==> config.mk <==
export PLATFORM = sky130hd
export DESIGN_NAME = mmu_top
export DESIGN_NICKNAME = d
export VERILOG_FILES = /design/src/mmu_pkg.sv /design/src/access_check.sv /design/src/data_mem.sv /design/src/dtlb.sv /design/src/mmu_top.sv /design/src/resp_credit.sv
export SDC_FILE = /design/constraint.sdc
export NUM_CORES = 2
export LEC_CHECK = 0
export BUFFER_PORTS_ARGS = -buffer_cell sky130_fd_sc_hd__buf_4
export CAP_MARGIN = 20
export CORE_MARGIN = 5
export CORE_UTILIZATION = 30
export CTS_BUF_LIST = sky130_fd_sc_hd__clkbuf_8
export DETAILED_ROUTE_END_ITERATION = 8
export GPL_ROUTABILITY_DRIVEN = 0
export SLEW_MARGIN = 20
export SYNTH_ARGS = -nofsm -noshare
export SYNTH_HDL_FRONTEND = slang
export SYNTH_MEMORY_MAX_BITS = 65536
export SYNTH_SLANG_ARGS = --single-unit
==> constraint.sdc <==
create_clock -name clk_i -period 5.3 [get_ports clk_i]
set_input_delay 0.53 -clock clk_i [delete_from_list [all_inputs] [get_ports clk_i]]
set_output_delay 0.53 -clock clk_i [all_outputs]
set_load 0.02 [all_outputs]
==> src/mmu_pkg.sv <==
package mmu_pkg;

  // Sv39 style address split
  localparam int VADDR_W = 39;
  localparam int PADDR_W = 40;
  localparam int PGOFF_W = 12;
  localparam int VTAG_W  = VADDR_W - PGOFF_W;
  localparam int PTAG_W  = PADDR_W - PGOFF_W;

  localparam int DWORD_W = 64;

  // Domain id sits in the top bits of the physical address
  localparam int DID_W = 3;

  // Set for cacheable memory
  localparam int CACHED_BIT = 31;

  typedef enum logic [1:0] {
    op_ld = 2'b00,
    op_lw = 2'b01,
    op_sd = 2'b10,
    op_sw = 2'b11
  } mem_op_e;

  typedef enum logic [1:0] {
    priv_u = 2'b00,
    priv_s = 2'b01,
    priv_m = 2'b11
  } priv_e;

  // Leaf PTE as cached in the TLB
  typedef struct packed {
    logic [PTAG_W-1:0] ptag;
    logic              u;
    logic              w;
    logic              d;
  } pte_leaf_t;

endpackage

==> src/access_check.sv <==
`timescale 1ns/1ps

module access_check (
  input  logic                        v_i,
  input  mmu_pkg::mem_op_e            op_i,
  input  logic                        translation_en_i,
  input  mmu_pkg::priv_e              priv_i,
  input  logic                        sum_i,
  input  logic                        uncached_mode_i,
  input  mmu_pkg::pte_leaf_t          entry_i,
  input  logic [mmu_pkg::PADDR_W-1:0] paddr_i,
  output logic                        load_page_fault_o,
  output logic                        store_page_fault_o,
  output logic                        load_access_fault_o,
  output logic                        store_access_fault_o
);

  logic is_store;
  logic priv_fault;
  logic write_fault;
  logic did_fault;
  logic mode_fault;

  assign is_store = (op_i == mmu_pkg::op_sd) || (op_i == mmu_pkg::op_sw);

  // S mode needs SUM for user pages, U mode needs user pages
  assign priv_fault = ((priv_i == mmu_pkg::priv_s) && !sum_i && entry_i.u)
                    || ((priv_i == mmu_pkg::priv_u) && !entry_i.u);
  assign write_fault = is_store && (!entry_i.w || !entry_i.d);

  assign load_page_fault_o  = v_i && translation_en_i && !is_store && priv_fault;
  assign store_page_fault_o = v_i && translation_en_i && is_store
                              && (priv_fault || write_fault);

  // Only domain zero is reachable
  assign did_fault  = paddr_i[mmu_pkg::PADDR_W-1 -: mmu_pkg::DID_W] != '0;
  assign mode_fault = uncached_mode_i && paddr_i[mmu_pkg::CACHED_BIT];

  // Page faults take priority
  assign load_access_fault_o  = v_i && !is_store && (did_fault || mode_fault)
                                && !load_page_fault_o;
  assign store_access_fault_o = v_i && is_store && (did_fault || mode_fault)
                                && !store_page_fault_o;

endmodule

==> src/data_mem.sv <==
`timescale 1ns/1ps

module data_mem #(
  parameter int MEM_DWORDS = 64
) (
  input  logic                        clk_i,
  input  logic                        rd_v_i,
  input  logic                        wr_v_i,
  input  mmu_pkg::mem_op_e            op_i,
  input  logic [mmu_pkg::PADDR_W-1:0] paddr_i,
  input  logic [mmu_pkg::DWORD_W-1:0] wdata_i,
  output logic [mmu_pkg::DWORD_W-1:0] rdata_o
);

  localparam int IDX_W  = (MEM_DWORDS > 1) ? $clog2(MEM_DWORDS) : 1;
  localparam int WORD_W = mmu_pkg::DWORD_W / 2;

  logic [mmu_pkg::DWORD_W-1:0] mem_r [MEM_DWORDS];
  logic [mmu_pkg::DWORD_W-1:0] rd_r;
  logic                        lw_r;
  logic                        hi_r;

  logic [IDX_W-1:0]  idx;
  logic              hi_word;
  logic [WORD_W-1:0] word_sel;

  // Dword index above the byte offset
  assign idx     = paddr_i[3 +: IDX_W];
  assign hi_word = paddr_i[2];

  always_ff @(posedge clk_i) begin
    if (wr_v_i) begin
      case (op_i)
        mmu_pkg::op_sd: mem_r[idx] <= wdata_i;
        mmu_pkg::op_sw: begin
          if (hi_word) begin
            mem_r[idx][WORD_W +: WORD_W] <= wdata_i[WORD_W-1:0];
          end else begin
            mem_r[idx][0 +: WORD_W] <= wdata_i[WORD_W-1:0];
          end
        end
        default: ;
      endcase
    end
    if (rd_v_i) begin
      rd_r <= mem_r[idx];
      lw_r <= (op_i == mmu_pkg::op_lw);
      hi_r <= hi_word;
    end
  end

  assign word_sel = hi_r ? rd_r[WORD_W +: WORD_W] : rd_r[0 +: WORD_W];
  assign rdata_o  = lw_r ? {{WORD_W{word_sel[WORD_W-1]}}, word_sel} : rd_r;

endmodule

==> src/dtlb.sv <==
`timescale 1ns/1ps

module dtlb #(
  parameter int TLB_ENTRIES = 4
) (
  input  logic                       clk_i,
  input  logic                       reset_i,
  input  logic                       flush_i,
  input  logic                       lookup_v_i,
  input  logic [mmu_pkg::VTAG_W-1:0] lookup_vtag_i,
  input  logic                       fill_v_i,
  input  logic [mmu_pkg::VTAG_W-1:0] fill_vtag_i,
  input  mmu_pkg::pte_leaf_t         fill_entry_i,
  output logic                       hit_o,
  output mmu_pkg::pte_leaf_t         entry_o
);

  localparam int IDX_W = (TLB_ENTRIES > 1) ? $clog2(TLB_ENTRIES) : 1;

  logic [TLB_ENTRIES-1:0]     valid_r;
  logic [mmu_pkg::VTAG_W-1:0] vtag_r [TLB_ENTRIES];
  mmu_pkg::pte_leaf_t         entry_r [TLB_ENTRIES];
  logic [IDX_W-1:0]           victim_r;

  logic [TLB_ENTRIES-1:0] lookup_match;
  logic [TLB_ENTRIES-1:0] fill_match;
  logic [IDX_W-1:0]       hit_idx;
  logic [IDX_W-1:0]       fill_idx;
  logic                   fill_present;

  always_comb begin
    lookup_match = '0;
    fill_match   = '0;
    hit_idx      = '0;
    fill_idx     = victim_r;
    for (int i = 0; i < TLB_ENTRIES; i++) begin
      lookup_match[i] = valid_r[i] && (vtag_r[i] == lookup_vtag_i);
      fill_match[i]   = valid_r[i] && (vtag_r[i] == fill_vtag_i);
      if (lookup_match[i]) begin
        hit_idx = IDX_W'(i);
      end
      // Refill of a present tag reuses its slot
      if (fill_match[i]) begin
        fill_idx = IDX_W'(i);
      end
    end
  end

  assign fill_present = |fill_match;

  always_ff @(posedge clk_i) begin
    if (reset_i) begin
      valid_r  <= '0;
      victim_r <= '0;
      hit_o    <= 1'b0;
    end else begin
      hit_o <= lookup_v_i && (|lookup_match);
      if (flush_i) begin
        valid_r <= '0;
      end else if (fill_v_i) begin
        valid_r[fill_idx] <= 1'b1;
      end
      if (fill_v_i && !fill_present) begin
        if (victim_r == IDX_W'(TLB_ENTRIES - 1)) begin
          victim_r <= '0;
        end else begin
          victim_r <= victim_r + 1'b1;
        end
      end
    end
  end

  // Tag and entry storage is read before the fill lands
  always_ff @(posedge clk_i) begin
    if (fill_v_i) begin
      vtag_r[fill_idx]  <= fill_vtag_i;
      entry_r[fill_idx] <= fill_entry_i;
    end
    entry_o <= entry_r[hit_idx];
  end

  a_single_match: assert property (@(posedge clk_i) disable iff (reset_i)
    lookup_v_i |-> $onehot0(lookup_match));

endmodule

==> src/mmu_top.sv <==
`timescale 1ns/1ps

module mmu_top #(
  parameter int TLB_ENTRIES  = 4,
  parameter int MEM_DWORDS   = 64,
  parameter int RESP_CREDITS = 2
) (
  input  logic                        clk_i,
  input  logic                        reset_i,

  input  logic                        cmd_v_i,
  input  mmu_pkg::mem_op_e            cmd_op_i,
  input  logic [mmu_pkg::VADDR_W-1:0] cmd_vaddr_i,
  input  logic [mmu_pkg::DWORD_W-1:0] cmd_data_i,
  output logic                        cmd_ready_o,

  input  logic                        chk_poison_i,

  input  logic                        translation_en_i,
  input  mmu_pkg::priv_e              priv_i,
  input  logic                        sum_i,
  input  logic                        uncached_mode_i,

  input  logic                        fill_v_i,
  input  logic [mmu_pkg::VTAG_W-1:0]  fill_vtag_i,
  input  mmu_pkg::pte_leaf_t          fill_entry_i,
  input  logic                        flush_i,

  input  logic                        resp_credit_i,

  output logic                        resp_v_o,
  output logic [mmu_pkg::DWORD_W-1:0] resp_data_o,
  output logic [mmu_pkg::VADDR_W-1:0] resp_vaddr_o,
  output logic                        resp_tlb_miss_o,
  output logic                        resp_load_page_fault_o,
  output logic                        resp_store_page_fault_o,
  output logic                        resp_load_access_fault_o,
  output logic                        resp_store_access_fault_o
);

  localparam int OWED_W = $clog2(RESP_CREDITS + 2);

  logic cmd_accept;

  // Stage 1
  logic                        s1_v_r;
  mmu_pkg::mem_op_e            s1_op_r;
  logic [mmu_pkg::VADDR_W-1:0] s1_vaddr_r;
  logic [mmu_pkg::DWORD_W-1:0] s1_data_r;

  logic                        tlb_hit;
  mmu_pkg::pte_leaf_t          tlb_entry;
  logic [mmu_pkg::VTAG_W-1:0]  s1_vtag;
  logic [mmu_pkg::PTAG_W-1:0]  s1_ptag;
  logic [mmu_pkg::PADDR_W-1:0] s1_paddr;
  logic                        s1_miss;
  logic                        s1_live;
  logic                        s1_store;
  logic                        s1_fault;

  logic lpf;
  logic spf;
  logic laf;
  logic saf;

  logic [OWED_W-1:0] owed_r;

  assign cmd_accept = cmd_v_i && cmd_ready_o;

  always_ff @(posedge clk_i) begin
    if (reset_i) begin
      s1_v_r <= 1'b0;
    end else begin
      s1_v_r <= cmd_accept;
    end
  end

  always_ff @(posedge clk_i) begin
    if (cmd_accept) begin
      s1_op_r    <= cmd_op_i;
      s1_vaddr_r <= cmd_vaddr_i;
      s1_data_r  <= cmd_data_i;
    end
  end

  dtlb #(
    .TLB_ENTRIES(TLB_ENTRIES)
  ) u_dtlb (
    .clk_i        (clk_i),
    .reset_i      (reset_i),
    .flush_i      (flush_i),
    .lookup_v_i   (cmd_accept && translation_en_i),
    .lookup_vtag_i(cmd_vaddr_i[mmu_pkg::VADDR_W-1:mmu_pkg::PGOFF_W]),
    .fill_v_i     (fill_v_i),
    .fill_vtag_i  (fill_vtag_i),
    .fill_entry_i (fill_entry_i),
    .hit_o        (tlb_hit),
    .entry_o      (tlb_entry)
  );

  // Bare mode maps the vtag straight through
  assign s1_vtag  = s1_vaddr_r[mmu_pkg::VADDR_W-1:mmu_pkg::PGOFF_W];
  assign s1_ptag  = translation_en_i ? tlb_entry.ptag
                  : {{(mmu_pkg::PTAG_W - mmu_pkg::VTAG_W){1'b0}}, s1_vtag};
  assign s1_paddr = {s1_ptag, s1_vaddr_r[mmu_pkg::PGOFF_W-1:0]};
  assign s1_miss  = translation_en_i && !tlb_hit;

  assign s1_live  = s1_v_r && !chk_poison_i;
  assign s1_store = (s1_op_r == mmu_pkg::op_sd) || (s1_op_r == mmu_pkg::op_sw);

  access_check u_access_check (
    .v_i                 (s1_v_r && !s1_miss),
    .op_i                (s1_op_r),
    .translation_en_i    (translation_en_i),
    .priv_i              (priv_i),
    .sum_i               (sum_i),
    .uncached_mode_i     (uncached_mode_i),
    .entry_i             (tlb_entry),
    .paddr_i             (s1_paddr),
    .load_page_fault_o   (lpf),
    .store_page_fault_o  (spf),
    .load_access_fault_o (laf),
    .store_access_fault_o(saf)
  );

  assign s1_fault = lpf || spf || laf || saf;

  // Memory sees only surviving, translated, fault free stores
  data_mem #(
    .MEM_DWORDS(MEM_DWORDS)
  ) u_data_mem (
    .clk_i  (clk_i),
    .rd_v_i (s1_live && !s1_miss),
    .wr_v_i (s1_live && s1_store && !s1_miss && !s1_fault),
    .op_i   (s1_op_r),
    .paddr_i(s1_paddr),
    .wdata_i(s1_data_r),
    .rdata_o(resp_data_o)
  );

  resp_credit #(
    .RESP_CREDITS(RESP_CREDITS)
  ) u_resp_credit (
    .clk_i   (clk_i),
    .reset_i (reset_i),
    .take_i  (cmd_accept),
    .refund_i(s1_v_r && chk_poison_i),
    .return_i(resp_credit_i),
    .avail_o (cmd_ready_o)
  );

  // Response stage
  always_ff @(posedge clk_i) begin
    if (reset_i) begin
      resp_v_o <= 1'b0;
    end else begin
      resp_v_o <= s1_live;
    end
  end

  always_ff @(posedge clk_i) begin
    if (s1_live) begin
      resp_vaddr_o              <= s1_vaddr_r;
      resp_tlb_miss_o           <= s1_miss;
      resp_load_page_fault_o    <= lpf;
      resp_store_page_fault_o   <= spf;
      resp_load_access_fault_o  <= laf;
      resp_store_access_fault_o <= saf;
    end
  end

  // Responses delivered whose credit has not come back yet
  always_ff @(posedge clk_i) begin
    if (reset_i) begin
      owed_r <= '0;
    end else begin
      owed_r <= owed_r + OWED_W'(resp_v_o) - OWED_W'(resp_credit_i);
    end
  end

  // Commands in flight plus unreturned responses stay within the credits
  a_resp_has_credit: assert property (@(posedge clk_i) disable iff (reset_i)
    (int'(owed_r) + int'(s1_v_r) + int'(resp_v_o)) <= RESP_CREDITS);

endmodule

==> src/resp_credit.sv <==
`timescale 1ns/1ps

module resp_credit #(
  parameter int RESP_CREDITS = 2
) (
  input  logic clk_i,
  input  logic reset_i,
  input  logic take_i,
  input  logic refund_i,
  input  logic return_i,
  output logic avail_o
);

  // One spare value so an overrun shows up instead of wrapping
  localparam int CNT_W = $clog2(RESP_CREDITS + 2);

  logic [CNT_W-1:0] count_r;

  always_ff @(posedge clk_i) begin
    if (reset_i) begin
      count_r <= CNT_W'(RESP_CREDITS);
    end else begin
      count_r <= count_r + CNT_W'(refund_i) + CNT_W'(return_i) - CNT_W'(take_i);
    end
  end

  assign avail_o = count_r != '0;

  a_no_overrun: assert property (@(posedge clk_i) disable iff (reset_i)
    count_r <= CNT_W'(RESP_CREDITS));

  a_no_take_empty: assert property (@(posedge clk_i) disable iff (reset_i)
    take_i |-> count_r != '0);

endmodule

# After elaboration in Yosys (flattened, before gate mapping)
# Memory sizes are Yosys's and may differ from the RTL's. A register that Yosys moved wholly into a read port is not among the register bits.
# Index checks and enable logic that the tools add are counted.
dict set report word_totals {
  out_inout_bits 110
  word_cells 133
  n_memories 3
  regBits 162
  ram_bits 4328
  inputBits 175
}
dict set report classes {
  magnitude_cmp 2
  eq_ne 13
  addsub 4
  muxes 28
  bitwise_logic 3
  reduce_logical 63
}
# memory words word_bits read_ports rd_clocked_by_memory_dff write_ports line
set mem_list {}
lappend mem_list {u_data_mem.mem_r 64 64 1 1 1 data_mem.sv:18} ;# logic [mmu_pkg::DWORD_W-1:0] mem_r [MEM_DWORDS];
lappend mem_list {u_dtlb.entry_r 4 31 1 1 1 dtlb.sv:22} ;# mmu_pkg::pte_leaf_t entry_r [TLB_ENTRIES];
lappend mem_list {u_dtlb.vtag_r 4 27 4 0 1 dtlb.sv:21} ;# logic [mmu_pkg::VTAG_W-1:0] vtag_r [TLB_ENTRIES];
# op count
set ops {}
lappend ops {{$eq A27 B27 Y1} 8}
lappend ops {{$mux W32} 3}
lappend ops {{$mux W64} 1}
lappend ops {{$logic_and A1 B1 Y1} 37}
lappend ops {{$mux W28} 1}
lappend ops {{$mux W1} 15}
lappend ops {{$mux W2} 7}
lappend ops {{$logic_not A1 Y1} 12}
lappend ops {{$logic_or A1 B1 Y1} 8}
lappend ops {{$reduce_or A4 Y1} 2}
lappend ops {{$eq A2 B2 Y1 const B} 3}
lappend ops {{$add A2 B1 Y2} 2}
lappend ops {{$eq A2 B1 Y1 const B} 2}
lappend ops {{$or A4 B4 Y4} 1}
lappend ops {{$lt A2 B3 Y1 const B} 1}
lappend ops {{$reduce_bool A3 Y1} 1}
lappend ops {{$add A2 B1 Y2 const B} 1}
lappend ops {{$demux W1 S2} 1}
lappend ops {{$ge A2 B1 Y1 const B} 1}
lappend ops {{$logic_not A2 Y1} 1}
lappend ops {{$or A1 B1 Y1} 2}
lappend ops {{$reduce_bool A2 Y1} 1}
lappend ops {{$reduce_or A2 Y1} 1}
lappend ops {{$sub A2 B1 Y2} 1}

# Depth between registers and ports, before layout
dict set report depth {
  word_depth 16
  ltp_mapped 11
  mapped_depth_nobuf 8
}

# Cells and area by module
# A second synthesis with hierarchy kept.
dict set report unflattened {
  hier_cells 9973
  area_unflattened_um2 174476.1
}
# module seq_area_each_um2 area_per_inst_um2 cells_per_inst instances
set modules_own_cells {}
lappend modules_own_cells {data_mem 124979.9 157665.0 8981 1}
lappend modules_own_cells {dtlb 7727.4 11649.9 773 1}
lappend modules_own_cells {mmu_top 4514.3 4921.0 194 1}
lappend modules_own_cells {resp_credit 40.0 121.4 10 1}
lappend modules_own_cells {access_check 0.0 118.9 15 1}

# Worst setup path before layout
# Ideal clock, no wire load.
dict set report synth_path {
  path_kind {input port to flip-flop}
  from {in fill_vtag_i[5] (netlist bit)}
  to {mem u_dtlb.entry_r[0][0] (netlist bit), enable pin}
  arrival_ns 3.991
  path_stages 7
  n_path_buf 1
  required_ns 4.830
  slack_ns 0.839
  cell_sequence {clkbuf_1 xnor2_1 nand4_1 nor4_1 a21boi_0 o21a_1 nor3_1}
}
dict set report synth_between {
  elab_chain_cells 6
  word_cells_on_any_way 12
  cone_classes {4 x eq/ne; 4 x mux; 4 x reduce/logical}
}
# item line
set synth_rtl {}
lappend synth_rtl {{start, declared} mmu_top.sv:25} ;# input logic [mmu_pkg::VTAG_W-1:0] fill_vtag_i,
lappend synth_rtl {{$eq A27 B27 Y1} dtlb.sv:38} ;# fill_match[i] = valid_r[i] && (vtag_r[i] == fill_vtag_i);
lappend synth_rtl {{$logic_and A1 B1 Y1} dtlb.sv:38}
lappend synth_rtl {{$mux W2 (3 in series)} dtlb.sv:43} ;# if (fill_match[i]) begin
lappend synth_rtl {{$mux W2 *} dtlb.sv:43}
lappend synth_rtl {{end, declared} dtlb.sv:22}
# Mark *: on every way between the ends. The rest lies on a longest branch, timed or not.

# Worst setup path in the final report
dict set report layout_path {
  from {reg u_dtlb.entry_o[2] (netlist name)}
  to {mem u_data_mem.mem_r[32][2] (netlist bit), enable pin}
}
dict set report layout_between {
  elab_chain_cells 13
  word_cells_on_any_way 21
  cone_classes {4 x mux; 1 x bitwise; 16 x reduce/logical}
}
# item line
set layout_rtl {}
lappend layout_rtl {{$logic_not A1 Y1} access_check.sv:28} ;# || ((priv_i == mmu_pkg::priv_u) && !entry_i.u);
lappend layout_rtl {{$logic_and A1 B1 Y1} access_check.sv:28}
lappend layout_rtl {{$logic_or A1 B1 Y1 *} access_check.sv:28}
lappend layout_rtl {{$logic_or A1 B1 Y1 / $logic_and A1 B1 Y1 (equally long branches)} {access_check.sv:33, access_check.sv:31}}
lappend layout_rtl {{$logic_and A1 B1 Y1 / $logic_not A1 Y1 (equally long branches)} {access_check.sv:33, access_check.sv:41}}
lappend layout_rtl {{$logic_or A1 B1 Y1 (tied with other cells)} mmu_top.sv:126} ;# assign s1_fault = lpf || spf || laf || saf;
lappend layout_rtl {{$logic_or A1 B1 Y1 / $logic_and A1 B1 Y1 (equally long branches)} {mmu_top.sv:126, access_check.sv:43}}
lappend layout_rtl {{$logic_or A1 B1 Y1 *} mmu_top.sv:126}
lappend layout_rtl {{$logic_not A1 Y1 *} mmu_top.sv:134} ;# .wr_v_i (s1_live && s1_store && !s1_miss && !s1_fault),
lappend layout_rtl {{$logic_and A1 B1 Y1 *} mmu_top.sv:134}
lappend layout_rtl {{$mux W1} data_mem.sv:32} ;# if (wr_v_i) begin
lappend layout_rtl {{$mux W1, on equally long branches} {data_mem.sv:34, data_mem.sv:39}}
lappend layout_rtl {{$or A1 B1 Y1 (no line) *} --}
lappend layout_rtl {{end, declared} data_mem.sv:18}
# Marks and branches as above.

==> flow_summary.json <==
{
  "finalHoldViolCount": 0,
  "hold_buffers": 216,
  "report.final.slew_viol_count": 0,
  "htreeDepth": 6,
  "drt_iter0_drc": 12800,
  "cp_slowest_stage_delay_ns": 0.70,
  "syn_area_per_cell_um2": 18.8,
  "cp.required_ns": 6.20,
  "synth.top_cell.area_share_pct": 82.3,
  "worst_pin_slew_ns": 1.28,
  "die_h_um": 746,
  "rsz0062_at_grt": "no",
  "io_pins": 285,
  "leakage_nw": 58.6,
  "yosys_warnings": 0,
  "grt_max_degree": 98,
  "whs_path_depth": 2,
  "setup_slack_ns": 0.781,
  "start_kind": "flop",
  "wire_per_inst_um": 30.0,
  "grt_pass1_vias": 91700,
  "maxCapViolations": 0,
  "dp_cells": 16000,
  "synth_cell_types": 59,
  "grt_usage_pct": 18.0,
  "cp_slowest_cell": "nor2_4",
  "critPathKind": "flop to flop",
  "period_share_pct": 85.3,
  "fmax_mhz": 221,
  "root_buffer": "clkbuf_8",
  "drive_above_1_share_pct": 17.3,
  "holdCritPathClass": "primary input to flop",
  "worstPathArrival_ns": 5.42,
  "clk_pin_slew_ns": 0.06,
  "crit_family": "simple AND/OR/NAND/NOR gates",
  "detailed_place_hpwl_um": 314000,
  "path_cells": "or2_2 -> a21oi_1 -> dlygate4sd3_1 -> o21ai_0 -> or4b_4 -> a21oi_2 -> nand2_1 -> nor2_4 -> buf_12",
  "worstSetupPathDepth": 9,
  "slew_headroom_pct": 14.4,
  "io_buffers": 260,
  "rows": 270,
  "finalSetupViolations": 0,
  "critPathCaptureType": "flop",
  "grt_overflow": 0,
  "clock-sinks": 4465,
  "clockBufferDepth": 4,
  "clkLatencyLatePin_ns": 1.27,
  "route.vias.total": 95400,
  "fin_hold_ws_ns": 0.118,
  "grt_pass1_wl_um": 726000,
  "numCtsBuffers": 704,
  "core_area_um2": 540000,
  "netlist_top_cells_area": "edfxtp_1 82%, a22oi_1 6.9%, a22o_1 1.5%",
  "path_max_fanout": 20,
  "synthCells": 8639,
  "area_delta_synth_final_pct": 18.2,
  "drc": 0,
  "firstDrtPassIters": 8,
  "reg2regPathDepth": 9,
  "post_cts_buffers": 0,
  "initial_core_util_pct": 30.1,
  "layout.nets": 9899,
  "die_area_um2": 556000,
  "powerDensity_nw_per_um2": 389,
  "skew_ns": 0.0981,
  "synth_fp_nets": 8817,
  "stdcell_count": 17500,
  "tritoncts": "done",
  "status": "completed",
  "post-place-ws_ns": 0.966,
  "via_per_inst": 5.45,
  "synth_ff_type": "edfxtp_1",
  "path_buf_inv": 2,
  "fp.dieW_um": 746,
  "synth_seq_cells": 4465,
  "wl_um": 525000,
  "tns_ns": 0,
  "yosysTopAreaCell": "edfxtp_1",
  "irDropWorstVdd_mv": 0.309,
  "postCtsResizedCells": 0,
  "finalCriticalPeriod_ns": 4.52,
  "async_reset_ff_share_pct": 0,
  "antenna_found_initial": 52,
  "synth_edf_count": 4447,
  "ys_seq_area_share_pct": 82.5,
  "postRouteAntennaNets": 0,
  "netlist_area_um2": 162000
}
-- worst reg2reg max path, cell delays in order, from the launching register on --
cell and delay (ns):
dfxtp_1 0.34, or2_2 0.11, a21oi_1 0.06, dlygate4sd3_1 0.60
o21ai_0 0.28, or4b_4 0.58, a21oi_2 0.48, nand2_1 0.70
nor2_4 0.72, buf_12 0.31
-- kinds of logic (layout without fill, tap and decap cells) --
group / after synthesis / count (layout) / synth area share, %
buffers and inverters: 614 / 2242 / 1.50
and+or+nand+nor: 638 / 638 / 2.13
DFF: 4465 / 4465 / 82.5
muxes: 47 / 47 / 0.389
adders and majority gates: 3 / 3 / 0.0277
other: 0 / 32 / 0
AOI/OAI and AO/OA: 2654 / 2654 / 12.3
xor gates and xnor gates: 218 / 218 / 1.18
-- state kept, by name, indices dropped and copies added (netlist names), 2 cells and up --
signal,cells
s1_vaddr_r,39
resp_vaddr_o,39
u_dtlb.vtag_r,108
u_dtlb.entry_r,28
u_resp_credit.count_r,2
u_data_mem.rd_r,64
u_dtlb.entry_o,7
s1_data_r,64
u_dtlb.valid_r,4
u_dtlb.victim_r,2
u_data_mem.mem_r,4096
s1_op_r,2
-- cells in the final DEF (no fill, tap or decap), types with 5 or more instances in the layout --
cell type / count
edfxtp_1: 4447
a22oi_1: 1501
clkbuf_8: 718
buf_4: 627
inv_1: 282
a22o_1: 275
a221oi_1: 274
a31oi_1: 274
dlygate4sd3_1: 216
nand4_1: 186
clkinv_1: 174
xnor2_1: 159
nor2_4: 132
a21oi_1: 126
a41oi_1: 120
buf_12: 107
nor4_1: 98
nand2_1: 69
o21ai_0: 67
nand3_1: 61
xor2_1: 59
clkinv_2: 52
diode_2: 32
mux2_4: 32
dfxtp_1: 18
clkinvlp_4: 16
nor2_1: 15
inv_6: 15
inv_8: 9
mux2i_1: 8
bufinv_16: 8
nor3_1: 7
mux2_1: 7
clkinv_8: 7
inv_12: 6
nor4b_1: 5
o21a_1: 5
-- path summary, 6_finish.rpt --
| path | from | end | slack [ns] |
|---|---|---|---|
| max reg2reg | u_dtlb.entry_o[2] | u_data_mem.mem_r[32][2] | 0.78 |
| min | cmd_vaddr_i[27] | s1_vaddr_r[27] | 0.12 |
| max | u_dtlb.entry_o[2] | u_data_mem.mem_r[32][2] | 0.78 |
| min reg2reg | s1_vaddr_r[21] | resp_vaddr_o[21] | 0.41 |
-- power by group --
group | switching (mW) | internal (mW) | total, mW
Clock | 13.7 | 13.0 | 26.8
Sequential | 0.312 | 40.0 | 40.4
Combinational | 5.47 | 2.01 | 7.48
-- cells in the mapped netlist (all sizes together) (2+ instances only) --
cell	number
mux2i	8
or3	4
or2	5
nand2b	3
nand4bb	3
a21oi	130
nand4	186
a22oi	1501
and2	5
nor2b	5
mux2	39
clkbuf	378
nor4	101
nor4b	5
nand2	71
and4	2
xor2	59
nor3	11
edfxtp	4447
inv	40
or3b	4
xnor2	159
a41oi	122
o21ai	67
a221oi	274
nand4b	4
a22o	275
nand3	63
a31oi	275
buf	196
dfxtp	18
or4	2
ha	2
o21a	5
and3b	3
nor3b	3
nand3b	4
nor2	147
and3	5
-- per-layer routing --
metal  up-vias  share of wire (%)  GRT usage [%]  wire [um]
met2      5924                 43           26.1     226000
met5         -              0.061              0        319
met4        50                3.3           5.74      17200
met3       864                 12           5.21      62500
li1      39000                  -              -          -
met1     49500                 42           25.9     219000
-- per-stage QoR --
step	area, um^2	util [%]	total power [mW]
after floorplan	162000	-	44.4
after global placement	177000	32.8	48.2
after detailed placement	177000	32.8	48.3
after CTS	192000	35.5	74.8
after global routing	192000	35.5	77.0
final	192000	35.5	74.6
-- final cells by class --
type / count / area (um^2)
fill: 50400 / 348000
sequential: 4465 / 134000
multi-input combinational: 3560 / 27200
clock buffer: 718 / 9880
tap: 7208 / 9020
timing repair buffer: 950 / 9010
clock inverter: 534 / 2690
inverter: 40 / 150
antenna: 32 / 80.1
(Power assumes the default switching activity.)
